==> src/logic/fft_loader_pkg.sv <==
// FFT loader shared constants: frame size, sample widths and Wishbone register map
package fft_loader_pkg;

   // --------------------------------------------------
   // Frame geometry
   // --------------------------------------------------

   // Samples per frame, one radix-2 frame of 16 points
   localparam int N_POINTS = 16;

   // Sample index width, log2 of N_POINTS
   localparam int ADDR_W = 4;

   // One real or imaginary part
   // Layout: 8 sign bits, the input byte, 8 zero bits
   localparam int SAMPLE_W = 24;

   // --------------------------------------------------
   // Wishbone register map
   // --------------------------------------------------

   // Word address width and data width of the slave port
   localparam int WB_ADR_W = 6;
   localparam int WB_DAT_W = 32;

   // Real parts, words 0 to 15
   localparam int RE_BASE = 0;

   // Imaginary parts, words 16 to 31
   localparam int IM_BASE = 16;

   // Status word
   // Bit 0 reads frame full, any write releases the frame
   localparam int STATUS_ADR = 32;

endpackage

==> src/logic/bitrev_writer.sv <==
// Sample writer that stores each sample at its bit-reversed index and tracks frame full
`timescale 1ns/1ps

module bitrev_writer import fft_loader_pkg::*; (
   input  logic                       clk,
   input  logic                       rst_n,
   // Sample handshake from the decoder
   input  logic signed [SAMPLE_W-1:0] sample_re_i,
   input  logic signed [SAMPLE_W-1:0] sample_im_i,
   input  logic                       sample_valid_i,
   output logic                       sample_ready_o,
   // Write port into the frame buffer
   output logic                       mem_we_o,
   output logic [ADDR_W-1:0]          mem_addr_o,
   output logic signed [SAMPLE_W-1:0] mem_re_o,
   output logic signed [SAMPLE_W-1:0] mem_im_o,
   // Frame state shared with the buffer
   output logic                       frame_full_o,
   input  logic                       frame_release_i
);

   // Arrival index within the frame
   logic [ADDR_W-1:0] count;
   logic [ADDR_W-1:0] count_rev;
   logic              take;
   logic              last;

   // Refuse samples while the host owns the frame
   assign sample_ready_o = ~frame_full_o;
   assign take           = sample_valid_i & sample_ready_o;
   assign last           = (count == ADDR_W'(N_POINTS - 1));

   // Mirror the index bits into DIT input order
   always_comb begin
      for (int i = 0; i < ADDR_W; i++) begin
         count_rev[i] = count[ADDR_W-1-i];
      end
   end

   // --------------------------------------------------
   // Counter, write strobe and frame state
   // --------------------------------------------------

   always_ff @(posedge clk or negedge rst_n) begin
      if (!rst_n) begin
         count        <= '0;
         mem_we_o     <= 1'b0;
         frame_full_o <= 1'b0;
      end else begin
         mem_we_o <= take;
         if (take) begin
            // Wraps to 0 after entry 15
            count <= count + 1'b1;
         end
         // Full as soon as the last entry is accepted
         if (take && last) begin
            frame_full_o <= 1'b1;
         end else if (frame_release_i) begin
            frame_full_o <= 1'b0;
         end
      end
   end

   // Address and data for the write one cycle later
   always_ff @(posedge clk) begin
      if (take) begin
         mem_addr_o <= count_rev;
         mem_re_o   <= sample_re_i;
         mem_im_o   <= sample_im_i;
      end
   end

   // --------------------------------------------------
   // Checks
   // --------------------------------------------------

   // Only the write that completes the frame overlaps frame full
   a_no_write_full : assert property (
      @(posedge clk) disable iff (!rst_n)
      mem_we_o && frame_full_o |-> $rose(frame_full_o) && (mem_addr_o == '1)
   );

endmodule

==> src/logic/fft_loader_top.sv <==
// FFT input loader top: byte decoder, bit-reversing writer and Wishbone frame buffer
`timescale 1ns/1ps

module fft_loader_top import fft_loader_pkg::*; (
   input  logic                clk,
   input  logic                rst_n,
   // Byte stream, e.g. from a UART receiver
   input  logic [7:0]          byte_i,
   input  logic                byte_valid_i,
   output logic                byte_ready_o,
   // Wishbone classic slave
   input  logic                wb_cyc_i,
   input  logic                wb_stb_i,
   input  logic                wb_we_i,
   input  logic [WB_ADR_W-1:0] wb_adr_i,
   input  logic [WB_DAT_W-1:0] wb_dat_i,
   output logic [WB_DAT_W-1:0] wb_dat_o,
   output logic                wb_ack_o
);

   // Decoder to writer
   logic signed [SAMPLE_W-1:0] sample_re;
   logic signed [SAMPLE_W-1:0] sample_im;
   logic                       sample_valid;
   logic                       sample_ready;

   // Writer to buffer
   logic                       mem_we;
   logic [ADDR_W-1:0]          mem_addr;
   logic signed [SAMPLE_W-1:0] mem_re;
   logic signed [SAMPLE_W-1:0] mem_im;
   logic                       frame_full;
   logic                       frame_release;

   // --------------------------------------------------
   // Decode
   // --------------------------------------------------

   sample_decoder u_decoder (
      .clk            (clk),
      .rst_n          (rst_n),
      .byte_i         (byte_i),
      .byte_valid_i   (byte_valid_i),
      .byte_ready_o   (byte_ready_o),
      .sample_re_o    (sample_re),
      .sample_im_o    (sample_im),
      .sample_valid_o (sample_valid),
      .sample_ready_i (sample_ready)
   );

   // --------------------------------------------------
   // Execute
   // --------------------------------------------------

   bitrev_writer u_writer (
      .clk             (clk),
      .rst_n           (rst_n),
      .sample_re_i     (sample_re),
      .sample_im_i     (sample_im),
      .sample_valid_i  (sample_valid),
      .sample_ready_o  (sample_ready),
      .mem_we_o        (mem_we),
      .mem_addr_o      (mem_addr),
      .mem_re_o        (mem_re),
      .mem_im_o        (mem_im),
      .frame_full_o    (frame_full),
      .frame_release_i (frame_release)
   );

   // --------------------------------------------------
   // Result
   // --------------------------------------------------

   frame_buffer u_buffer (
      .clk             (clk),
      .rst_n           (rst_n),
      .mem_we_i        (mem_we),
      .mem_addr_i      (mem_addr),
      .mem_re_i        (mem_re),
      .mem_im_i        (mem_im),
      .frame_full_i    (frame_full),
      .frame_release_o (frame_release),
      .wb_cyc_i        (wb_cyc_i),
      .wb_stb_i        (wb_stb_i),
      .wb_we_i         (wb_we_i),
      .wb_adr_i        (wb_adr_i),
      .wb_dat_i        (wb_dat_i),
      .wb_dat_o        (wb_dat_o),
      .wb_ack_o        (wb_ack_o)
   );

endmodule

==> src/logic/frame_buffer.sv <==
// Frame buffer holding one FFT input frame behind a Wishbone classic read port
`timescale 1ns/1ps

module frame_buffer import fft_loader_pkg::*; (
   input  logic                       clk,
   input  logic                       rst_n,
   // Write port from the bit-reversing writer
   input  logic                       mem_we_i,
   input  logic [ADDR_W-1:0]          mem_addr_i,
   input  logic signed [SAMPLE_W-1:0] mem_re_i,
   input  logic signed [SAMPLE_W-1:0] mem_im_i,
   input  logic                       frame_full_i,
   output logic                       frame_release_o,
   // Wishbone classic slave
   input  logic                       wb_cyc_i,
   input  logic                       wb_stb_i,
   input  logic                       wb_we_i,
   input  logic [WB_ADR_W-1:0]        wb_adr_i,
   input  logic [WB_DAT_W-1:0]        wb_dat_i,
   output logic [WB_DAT_W-1:0]        wb_dat_o,
   output logic                       wb_ack_o
);

   // Real and imaginary parts in bit-reversed order
   logic signed [SAMPLE_W-1:0] re_mem [N_POINTS];
   logic signed [SAMPLE_W-1:0] im_mem [N_POINTS];

   logic                req;
   logic                sel_re;
   logic                sel_im;
   logic                sel_status;
   logic [ADDR_W-1:0]   word_idx;
   logic [WB_DAT_W-1:0] rd_data;

   // --------------------------------------------------
   // Sample memory
   // --------------------------------------------------

   always_ff @(posedge clk) begin
      if (mem_we_i) begin
         re_mem[mem_addr_i] <= mem_re_i;
         im_mem[mem_addr_i] <= mem_im_i;
      end
   end

   // --------------------------------------------------
   // Address decode and read mux
   // --------------------------------------------------

   // New access is masked during the ack cycle so ack lasts one cycle
   assign req = wb_cyc_i & wb_stb_i & ~wb_ack_o;

   assign sel_re     = (wb_adr_i < WB_ADR_W'(RE_BASE + N_POINTS));
   assign sel_im     = (wb_adr_i >= WB_ADR_W'(IM_BASE)) &&
                       (wb_adr_i < WB_ADR_W'(IM_BASE + N_POINTS));
   assign sel_status = (wb_adr_i == WB_ADR_W'(STATUS_ADR));

   // Both bases sit on 16-word boundaries
   assign word_idx = wb_adr_i[ADDR_W-1:0];

   always_comb begin
      rd_data = '0;
      if (sel_re) begin
         rd_data = {{(WB_DAT_W-SAMPLE_W){re_mem[word_idx][SAMPLE_W-1]}}, re_mem[word_idx]};
      end else if (sel_im) begin
         rd_data = {{(WB_DAT_W-SAMPLE_W){im_mem[word_idx][SAMPLE_W-1]}}, im_mem[word_idx]};
      end else if (sel_status) begin
         rd_data[0] = frame_full_i;
      end
      // Unmapped words read as zero
   end

   // --------------------------------------------------
   // Bus response and release strobe
   // --------------------------------------------------

   always_ff @(posedge clk or negedge rst_n) begin
      if (!rst_n) begin
         wb_ack_o        <= 1'b0;
         frame_release_o <= 1'b0;
      end else begin
         wb_ack_o        <= req;
         // One-cycle pulse that ignores the written value
         frame_release_o <= req & wb_we_i & sel_status;
      end
   end

   // Read data latched with the request
   always_ff @(posedge clk) begin
      if (req && !wb_we_i) begin
         wb_dat_o <= rd_data;
      end
   end

   // --------------------------------------------------
   // Checks
   // --------------------------------------------------

   // Ack only answers a request the master still holds
   a_ack_in_cycle : assert property (
      @(posedge clk) disable iff (!rst_n)
      wb_ack_o |-> wb_cyc_i && wb_stb_i
   );

   // Master drives known data on every write including status
   a_wdata_known : assert property (
      @(posedge clk) disable iff (!rst_n)
      wb_cyc_i && wb_stb_i && wb_we_i |-> !$isunknown(wb_dat_i)
   );

endmodule

==> src/logic/sample_decoder.sv <==
// Byte-pair decoder that turns a signed byte stream into scaled complex samples
`timescale 1ns/1ps

module sample_decoder import fft_loader_pkg::*; (
   input  logic                       clk,
   input  logic                       rst_n,
   // Byte stream from the source
   input  logic [7:0]                 byte_i,
   input  logic                       byte_valid_i,
   output logic                       byte_ready_o,
   // Sample handshake towards the writer
   output logic signed [SAMPLE_W-1:0] sample_re_o,
   output logic signed [SAMPLE_W-1:0] sample_im_o,
   output logic                       sample_valid_o,
   input  logic                       sample_ready_i
);

   // Phase of the byte pair: low waits for real, high waits for imaginary
   logic                       phase_im;
   // Real part parked until its partner byte arrives
   logic signed [SAMPLE_W-1:0] re_hold;
   logic                       byte_take;
   logic                       sample_take;

   // Byte times 256, sign-extended to the sample width
   function automatic logic signed [SAMPLE_W-1:0] scale_byte(input logic [7:0] b);
      scale_byte = {{(SAMPLE_W-16){b[7]}}, b, 8'h00};
   endfunction

   // --------------------------------------------------
   // Handshakes
   // --------------------------------------------------

   // Stall only while a finished sample still waits for the writer
   assign byte_ready_o = ~(sample_valid_o & ~sample_ready_i);
   assign byte_take    = byte_valid_i & byte_ready_o;
   assign sample_take  = sample_valid_o & sample_ready_i;

   // --------------------------------------------------
   // Pair phase and valid flag
   // --------------------------------------------------

   always_ff @(posedge clk or negedge rst_n) begin
      if (!rst_n) begin
         phase_im       <= 1'b0;
         sample_valid_o <= 1'b0;
      end else begin
         if (byte_take) begin
            phase_im <= ~phase_im;
         end
         // New sample on the imaginary byte, even in the handoff cycle
         if (byte_take && phase_im) begin
            sample_valid_o <= 1'b1;
         end else if (sample_take) begin
            sample_valid_o <= 1'b0;
         end
      end
   end

   // --------------------------------------------------
   // Payload registers
   // --------------------------------------------------

   always_ff @(posedge clk) begin
      if (byte_take && !phase_im) begin
         re_hold <= scale_byte(byte_i);
      end
      // Both parts move into the holding register together
      if (byte_take && phase_im) begin
         sample_re_o <= re_hold;
         sample_im_o <= scale_byte(byte_i);
      end
   end

   // --------------------------------------------------
   // Checks
   // --------------------------------------------------

   // A stalled sample keeps its data until the writer takes it
   a_hold_stable : assert property (
      @(posedge clk) disable iff (!rst_n)
      sample_valid_o && !sample_ready_i |=>
         $stable(sample_re_o) && $stable(sample_im_o) && sample_valid_o
   );

endmodule

==> config.mk <==
export PLATFORM = sky130hd
export DESIGN_NAME = fft_loader_top
export DESIGN_NICKNAME = d
export VERILOG_FILES = /design/src/logic/fft_loader_pkg.sv /design/src/logic/bitrev_writer.sv /design/src/logic/fft_loader_top.sv /design/src/logic/frame_buffer.sv /design/src/logic/sample_decoder.sv
export SDC_FILE = /design/constraint.sdc
export NUM_CORES = 1
export LEC_CHECK = 0
export BUFFER_PORTS_ARGS = -buffer_cell sky130_fd_sc_hd__buf_2
export CORE_AREA = 2 2 188 190
export CTS_CLUSTER_SIZE = 16
export DETAILED_ROUTE_END_ITERATION = 8
export DIE_AREA = 0 0 190 192
export GPL_TIMING_DRIVEN = 0
export PLACE_DENSITY = 0.52
export SETUP_SLACK_MARGIN = 0.1
export SLEW_MARGIN = 20
export SYNTH_ARGS = -nofsm -noshare
export SYNTH_HDL_FRONTEND = slang
export SYNTH_SLANG_ARGS = --single-unit
==> constraint.sdc <==
create_clock -name clk -period 7.8 [get_ports clk]
set_clock_uncertainty 0.05 [all_clocks]
set_input_delay 1.17 -clock clk [delete_from_list [all_inputs] [get_ports clk]]
set_output_delay 1.17 -clock clk [all_outputs]
set_load 0.005 [all_outputs]
Word level (Yosys, flattened, before mapping)
Memory sizes are Yosys's and may differ from the RTL's.
Cells that the tools add are included.
Widths: inputs -> output; s select.
{"block": "classes", "multipliers": 0, "n_reduce_logical": 9, "mux": 10, "n_eq_ne": 2, "order_cmp": 3, "add_sub_neg": 1, "n_bitwise": 11, "shift": 0, "n_div": 0}
{"op": "$mux 32", "n": 1}
{"op": "$mux 31", "n": 1}
{"op": "$mux 1", "n": 8}
{"op": "$and 1x1->1", "n": 7}
{"op": "$eq 6x6->1 const B", "n": 1}
{"op": "$ge 6x5->1 const B", "n": 1}
{"op": "$lt 6x5->1 const B", "n": 1}
{"op": "$lt 6x6->1 const B", "n": 1}
{"op": "$logic_and 1x1->1", "n": 5}
{"op": "$add 4x1->4 const B", "n": 1}
{"op": "$eq 4x4->1 const B", "n": 1}
{"op": "$not 1->1", "n": 4}
{"op": "$reduce_bool 2->1", "n": 2}
{"op": "$logic_not 1->1", "n": 2}
{"block": "word_totals", "register_bits": 86, "mem_count": 2, "romBits": 0, "inputBits": 52, "latchBits": 0, "ramBits": 512}
{"memory": "u_buffer.im_mem", "depth": 16, "word_bits": 16, "read_ports": 1, "rd_clocked_by_memory_dff": 0, "write_ports": 1, "line_no": "frame_buffer.sv:26", "source": "logic signed [SAMPLE_W-1:0] im_mem [N_POINTS];"}
{"memory": "u_buffer.re_mem", "depth": 16, "word_bits": 16, "read_ports": 1, "rd_clocked_by_memory_dff": 0, "write_ports": 1, "line_no": "frame_buffer.sv:25", "source": "logic signed [SAMPLE_W-1:0] re_mem [N_POINTS];"}

Longest topological paths before layout
Gate-level depths: netlist of the first run.
{"block": "depth", "depth_word": 5, "depth_mapped": 8, "depth_no_buf": 4}

Hierarchy
From an unflattened synthesis of the first run, not the netlist that was laid out.
{"block": "hier_totals", "hier_cells": 1550, "hier_area_um2": 33385.8}
{"module": "frame_buffer", "n_inst": 1, "area_each_um2": 30469.2, "cells_each": 1414}
{"module": "bitrev_writer", "n_inst": 1, "area_each_um2": 1843.0, "cells_each": 70}
{"module": "sample_decoder", "n_inst": 1, "area_each_um2": 1073.5, "cells_each": 66}

Least setup slack after synthesis of the first run
Ideal clock, no wire load.
{"block": "synth_path", "path_kind": "input -> register", "from": "input wb_adr_i[1]", "to": "register u_buffer.wb_dat_o[12], data pin", "setup_slack_ns": 4.992, "n_path_buf": 3, "arrival_ns": 2.490, "required_time_ns": 7.481, "stages": 6, "path_cell_list": "clkbuf_2 buf_4 buf_4 mux4_2 a211oi_1 nor4_1"}
{"block": "synth_via", "elab_chain_len": 4, "word_cells_on_any_way": 8, "cone_classes": "order compare: 3; mux: 2; reduce/logical: 1; memory: 2"}
{"element": "start, declared", "line_no": "fft_loader_top.sv:15", "source": "input logic [WB_ADR_W-1:0] wb_adr_i,"}
{"element": "$ge 6x5->1 / $lt 6x6->1 (equally long branches)", "line_no": "frame_buffer.sv:54, frame_buffer.sv:55"}
{"element": "$logic_and 1x1->1", "line_no": "frame_buffer.sv:54", "source": "assign sel_im = (wb_adr_i >= WB_ADR_W'(IM_BASE)) &&"}
{"element": "$mux 31", "line_no": "frame_buffer.sv:65", "source": "end else if (sel_im) begin"}
{"element": "$mux 32 *", "line_no": "frame_buffer.sv:63", "source": "if (sel_re) begin"}
{"element": "named net u_buffer.rd_data[12]", "line_no": "frame_buffer.sv:33", "source": "logic [WB_DAT_W-1:0] rd_data;"}
{"element": "end signal, assigned", "line_no": "frame_buffer.sv:91", "source": "wb_dat_o <= rd_data;"}
{"element": "end, declared", "line_no": "frame_buffer.sv:20", "source": "output logic [WB_DAT_W-1:0] wb_dat_o,"}
Mark *: on every way through the listed nets, which the timed path passes. The rest lies on a longest branch.
A chain may end at the register's enable or synchronous reset.

Worst setup path in the final report of the first run
{"block": "layout_path", "from": "input wb_adr_i[2]", "to": "register u_buffer.wb_dat_o[10], data pin"}
Same word-level chain as after synthesis.

==> flow_summary.ini, run 1 <==
[min_path]
hold-path-endpoint = u_writer.mem_re_o[8]$_DFFE_PP_
min_from = u_decoder.sample_re_o[8]$_DFFE_PP_
hold_depth = 0
hp-class = reg2reg

[cts]
post-cts-setup-buffers = 0
post_cts_resized = 0
cts_buffers = 35
cts_buffer_depth = 3
cts_hold_buf = 0
cts_tree = done
cts.sinks = 319
clock_latency_ps = 500
clkTransAtPathRegs_ps = 60
htreeDepth = 2
cts-root-buf = clkbuf_16

[sta]
period_needed_ps = 3038
setup_violations = 0
rsz0062_at_grt = false
worst_pin_slew_ps = 835.0
final_hold_viol_count = 0
post-route-period-util_pct = 38.95
slew_violations = 0
max_freq_ghz = 0.3292
slew_headroom_pct = 44.03
finalSetupTns_ps = 0

[run_status]
status = completed

[power_and_ir_drop]
power_density_nw_per_um2 = 298.5
ir_drop_v = 0.0001575
p_leak_uw = 0.004722

[layout]
drive_above_1_share_pct = 32.61
final_common_cell = edfxtp_1
diodes = 0
final_nets = 720
fillers = 2935
post-route-util_pct = 41.82
most-common-layout-cells = edfxtp_1 (309), mux4_2 (48), buf_2 (47)
syn_to_final_growth_pct = 17.59

[global_route]
grt_pass1_wl_mm = 38.56
grt_pass1_vias = 5915
grt_remaining_overflow = 0
antenna_found_initial = 2
track_usage_pct = 14.53
grt_max_degree = 27

[floorplanning]
die_h_um = 192
num_rows = 68
fp.dieW_um = 190
initial_utilization_pct = 35.56
die_area_um2 = 36480
core_area_um2 = 34290
io_pins = 86

[worst_setup_path]
crit_path_start_kind = input pin
reg2reg_from = u_writer.mem_addr_o[3]$_DFFE_PP_
reg2regPathDepth = 3
crit_family = multiplexers
arrival_ps = 3200
endpoint_kind = flip-flop
critPathLaunch = wb_adr_i[2]
path_buf_inv = 2
r2r_slack_ps = 5500
path_max_fanout = 10
crit_type = in2reg
cp_slowest_cell = buf_1
r2r_end = u_buffer.im_mem[0][3]$_DFFE_PP_
max_stage_delay_ps = 560
worstPathRequired_ps = 7960
crit_chain = buf_2 > buf_1 > mux4_2 > mux2_2 > a221oi_1 > nor4_1

[route]
wire_per_inst_um = 22.22
ant_nets = 0
first_iter_violations = 626
drc_errors = 0
routed_wl_mm = 25.51
dr_total_vias = 5639
via_per_inst = 4.912
drt-pass1-iter-count = 4

[place]
place_hpwl_mm = 16.84
io_buffers = 42
gp_congestion = 0.7482

[synth]
ys_seq_area_share_pct = 78.15
ys_ff_latch = 319
ys_warn_count = 0
syn_area_um2 = 12190
ys_types = 37
synthCells = 568
syn_area_per_cell_um2 = 21.47

[flow_run]
drv_cap = 0
-- where the power goes --
group	switching [uW]	leakage [uW]	total [uW]	internal, uW
registers	176	0.00293	2350	2180
clock network	644	0.000558	1610	966
logic	196	0.00124	315	119
total	1020	0.00472	4280	3260
-- kinds of logic after synthesis --
| family | Yosys count | synth area share, % |
|---|---|---|
| simple gates | 68 | 3.027 |
| mux | 81 | 12.73 |
| other cells | 1 | 0.03076 |
| compound gates | 41 | 2.607 |
| fa+ha+maj | 1 | 0.1026 |
| buf+inv | 53 | 3.058 |
| xor+xnor | 4 | 0.2874 |
| flops | 319 | 78.15 |
-- metal layers --
| metal | up-vias | GRT usage [%] | routed length [um] |
|---|---|---|---|
| li1 | 2522 | - | - |
| met1 | 2910 | 19.89 | 11010 |
| met2 | 176 | 23.62 | 12220 |
| met3 | 31 | 2.942 | 1749 |
| met4 | 0 | 4.204 | 535 |
| met5 | - | 0 | 0 |
-- worst max path at each step --
stage / depth (start not counted) / endpoint / slack [ps]
after CTS: 6 / u_buffer.wb_dat_o[10]$_DFFE_PP_ / 4710
after detailed placement: 6 / u_buffer.wb_dat_o[10]$_DFFE_PP_ / 4180
after global placement: 2 / u_buffer.im_mem[8][14]$_DFFE_PP_ / 4160
final: 6 / u_buffer.wb_dat_o[10]$_DFFE_PP_ / 4760
after global routing: 6 / u_buffer.wb_dat_o[10]$_DFFE_PP_ / 4720
after floorplan: 6 / u_buffer.wb_dat_o[12]$_DFFE_PP_ / 4990
-- flip-flops by register name, indices dropped and copies added (netlist names) --
signal / cells
u_buffer.wb_ack_o: 1
u_buffer.im_mem: 128
u_decoder.sample_im_o: 8
u_writer.mem_im_o: 8
u_writer.mem_re_o: 8
u_decoder.phase_im: 1
u_writer.count: 4
u_writer.mem_we_o: 1
u_decoder.sample_valid_o: 1
u_buffer.re_mem: 128
u_decoder.re_hold: 8
u_buffer.frame_release_o: 1
u_decoder.sample_re_o: 8
u_buffer.wb_dat_o: 9
u_writer.mem_addr_o: 4
u_writer.frame_full_o: 1
-- cell usage after synthesis (all sizes together) --
cell type	instances	area (um^2)
a2bb2oi	8	70.07
clkbuf	8	31.28
or4b	1	10.01
nand2	9	33.78
edfxtp	309	9279
mux2	9	101.4
a221oi	8	82.58
nor2	14	52.55
xor2	1	8.760
nand2b	3	18.77
inv	1	3.750
mux4	56	1291
nor4	10	62.56
nand3	1	5.000
and3	1	6.260
dfrtp	10	250.2
and2	1	6.260
o21ai	1	5.000
nor3	5	25.02
ha	1	12.51
a21oi	8	40.04
nand3b	2	15.01
or3b	1	8.760
a211oi	16	120.1
mux2i	16	160.2
xnor2	3	26.28
buf	44	337.8
nand4	2	12.51
nor2b	18	112.6
conb	1	3.750
-- stage by stage --
stage	area, um^2	worst slack, ps	std cells	power (uW)	hold WS [ps]
5_1_grt	14340	4723	1148	4441	382.5
2_1_floorplan	12220	4992	574	2505	349.6
3_5_place_dp	13210	4182	1085	2716	354.5
6_report	14340	4762	1148	4279	367.7
3_3_place_gp	13000	4161	1071	2660	360.6
4_1_cts	14330	4708	1148	4325	367.8
-- worst reg2reg max path: stages, from the launching register on --
cell	delay, ps
edfxtp_1	430
or3b_2	570
nor3_2	640
buf_4	320
-- area by class of cell --
type	count	area (um^2)	area share (%)
Buffer	52	370.4	2.583
Multi-Input combinational cell	202	2389	16.66
Inverter	1	3.754	0.02618
Clock buffer	43	948.4	6.615
Clock inverter	20	178.9	1.248
Sequential cell	319	9529	66.46
Timing Repair Buffer	56	349.1	2.435
Tap cell	455	569.3	3.971
(Power assumes the default switching activity.)
==> inputs of run 2 (changes only) <==
--- a/config.mk
+++ b/config.mk
@@ -11,7 +11,7 @@
 export DETAILED_ROUTE_END_ITERATION = 8
 export DIE_AREA = 0 0 190 192
 export GPL_TIMING_DRIVEN = 0
-export PLACE_DENSITY = 0.52
+export PLACE_DENSITY = 0.53
 export SETUP_SLACK_MARGIN = 0.1
 export SLEW_MARGIN = 20
 export SYNTH_ARGS = -nofsm -noshare
==> constraint.sdc (replaced) <==
create_clock -name clk -period 2.45 [get_ports clk]
set_clock_uncertainty 0.05 [all_clocks]
set_input_delay 0.3675 -clock clk [delete_from_list [all_inputs] [get_ports clk]]
set_output_delay 0.3675 -clock clk [all_outputs]
set_load 0.005 [all_outputs]
==> flow_summary.ini, run 2 (synthesis gave the netlist of run 1 again) <==
[run_status]
status = completed

[route]
first_iter_violations = 476
wire_per_inst_um = 22.28
m1WireLength_mm = 11.62
wl_met2_mm = 12.26
dr_total_vias = 5722
drt-pass1-iter-count = 5
wl_met3_mm = 1.259
drc_errors = 0
routed_wl_mm = 25.71
ant_nets = 0
via_per_inst = 4.958
dr.max_layer_used = met4

[layout]
drive_above_1_share_pct = 31.62
register_area_um2 = 9529
final_common_cell = edfxtp_1
fin_cells = 1154
stdcell_area_um2 = 14410
fillers = 2996
diodes = 0
top_regs = u_buffer.im_mem (128), u_buffer.re_mem (128), u_buffer.wb_dat_o (9)
post-route-util_pct = 42.02
most-common-layout-cells = edfxtp_1 (309), mux4_2 (48), buf_2 (47)
final_nets = 727
multi_input_area_um2 = 2405
syn_to_final_growth_pct = 18.17

[floorplanning]
initial_utilization_pct = 35.56
num_rows = 68
core_area_um2 = 34290
die_h_um = 192
die_area_um2 = 36480
io_pins = 86
fp.dieW_um = 190

[cts]
cts_tree = done
clock_latency_ps = 520
htreeDepth = 2
post-cts-setup-buffers = 0
cts_buffer_depth = 3
cts_buffers = 35
cts.sinks = 319
cts-root-buf = clkbuf_16
clkTransAtPathRegs_ps = 60

[sta]
post-route-period-util_pct = 91.71
max_freq_ghz = 0.4450
slew_violations = 0
worst_pin_slew_ps = 892.3
rsz0062_at_grt = false
slew_headroom_pct = 40.32
setup_violations = 0
final_hold_viol_count = 0
period_needed_ps = 2247
finalSetupTns_ps = 0

[global_route]
grt_remaining_overflow = 0
antenna_found_initial = 1
grt_pass1_vias = 5995
track_usage_pct = 14.48
grt_max_degree = 27
grt_pass1_wl_mm = 38.29

[worst_setup_path]
critPathLaunch = u_buffer.re_mem[9][2]$_DFFE_PP_
reg2regPathDepth = 4
arrival_ps = 2410
crit_type = reg2reg
r2r_end = u_buffer.wb_dat_o[10]$_DFFE_PP_
crit_path_start_kind = flip-flop
cp_slowest_cell = mux4_1
endpoint_kind = flip-flop
path_max_fanout = 1
reg2reg_from = u_buffer.re_mem[9][2]$_DFFE_PP_
r2r_slack_ps = 200
worstPathRequired_ps = 2610
crit_chain = mux4_1 > mux2_2 > a221oi_1 > nor4_1
crit_end = u_buffer.wb_dat_o[10]$_DFFE_PP_
max_stage_delay_ps = 540

[place]
gp_congestion = 0.7838
io_buffers = 42
dp_cells = 1083
place_hpwl_mm = 16.76
place_area_um2 = 13210

[power_and_ir_drop]
power_density_nw_per_um2 = 940.0
ir_drop_v = 0.0007265
p_leak_uw = 0.004736

[flow_run]
drv_cap = 0

[min_path]
hp-class = in2reg
-- run 2: final cells by class --
type,count,area share (%)
timing repair buffer,63,2.944
sequential,319,66.13
buffer,52,2.579
tap,455,3.951
clock inverter,16,0.8770
multi-input combinational,202,16.69
clock buffer,46,6.799
inverter,1,0.02605
-- run 2: how the worst min path moves through the flow --
stage,depth (start not counted),endpoint,from
finish,3,u_decoder.sample_valid_o$_DFFE_PN0P_,byte_valid_i
global route,3,u_decoder.sample_valid_o$_DFFE_PN0P_,byte_valid_i
CTS,3,u_decoder.sample_valid_o$_DFFE_PN0P_,byte_valid_i
detailed placement,1,u_decoder.sample_valid_o$_DFFE_PN0P_,rst_n
global placement,1,u_decoder.phase_im$_DFFE_PN0P_,rst_n
floorplan,0,u_buffer.frame_release_o$_DFF_PN0_,rst_n
-- run 2: metal layers --
layer | vias to the layer above | track usage [%]
met5 | - | 0
met4 | 0 | 4.174
met3 | 41 | 2.704
met2 | 181 | 23.67
met1 | 2973 | 19.85
li1 | 2527 | -
-- run 2: what timing repair did --
item / 4_1_cts / 5_1_grt
endpoints found under the hold margin: 26 / 0
hold buffers: 9 / 0
endpoints found under the setup margin: 0 / 1
gates resized for setup: 0 / 1
-- run 2: through the flow --
| stage | hold WS [ps] | power [uW] | setup WS [ps] |
|---|---|---|---|
| floorplan | 21.91 | 7977 | 232.1 |
| global placement | 223.7 | 8463 | -1423 |
| finish | 40.69 | 13540 | 203.1 |
| CTS | 23.57 | 13690 | 218.9 |
| detailed placement | 231.9 | 8650 | -308.3 |
| global route | 43.23 | 14060 | 179.0 |
-- run 2: report_power, final --
part           internal (uW)  switching [uW]
clock network           3020            2000
logic                    388             639
registers               6940             564
-- run 2: worst max-delay path: cells and delay by family (launching register included) --
family           cells  cell delay (ps)
multiplexers         2              840
AO/OA/AOI/OAI        1              480
flip-flops           1              390
AND/OR/NAND/NOR      1              190
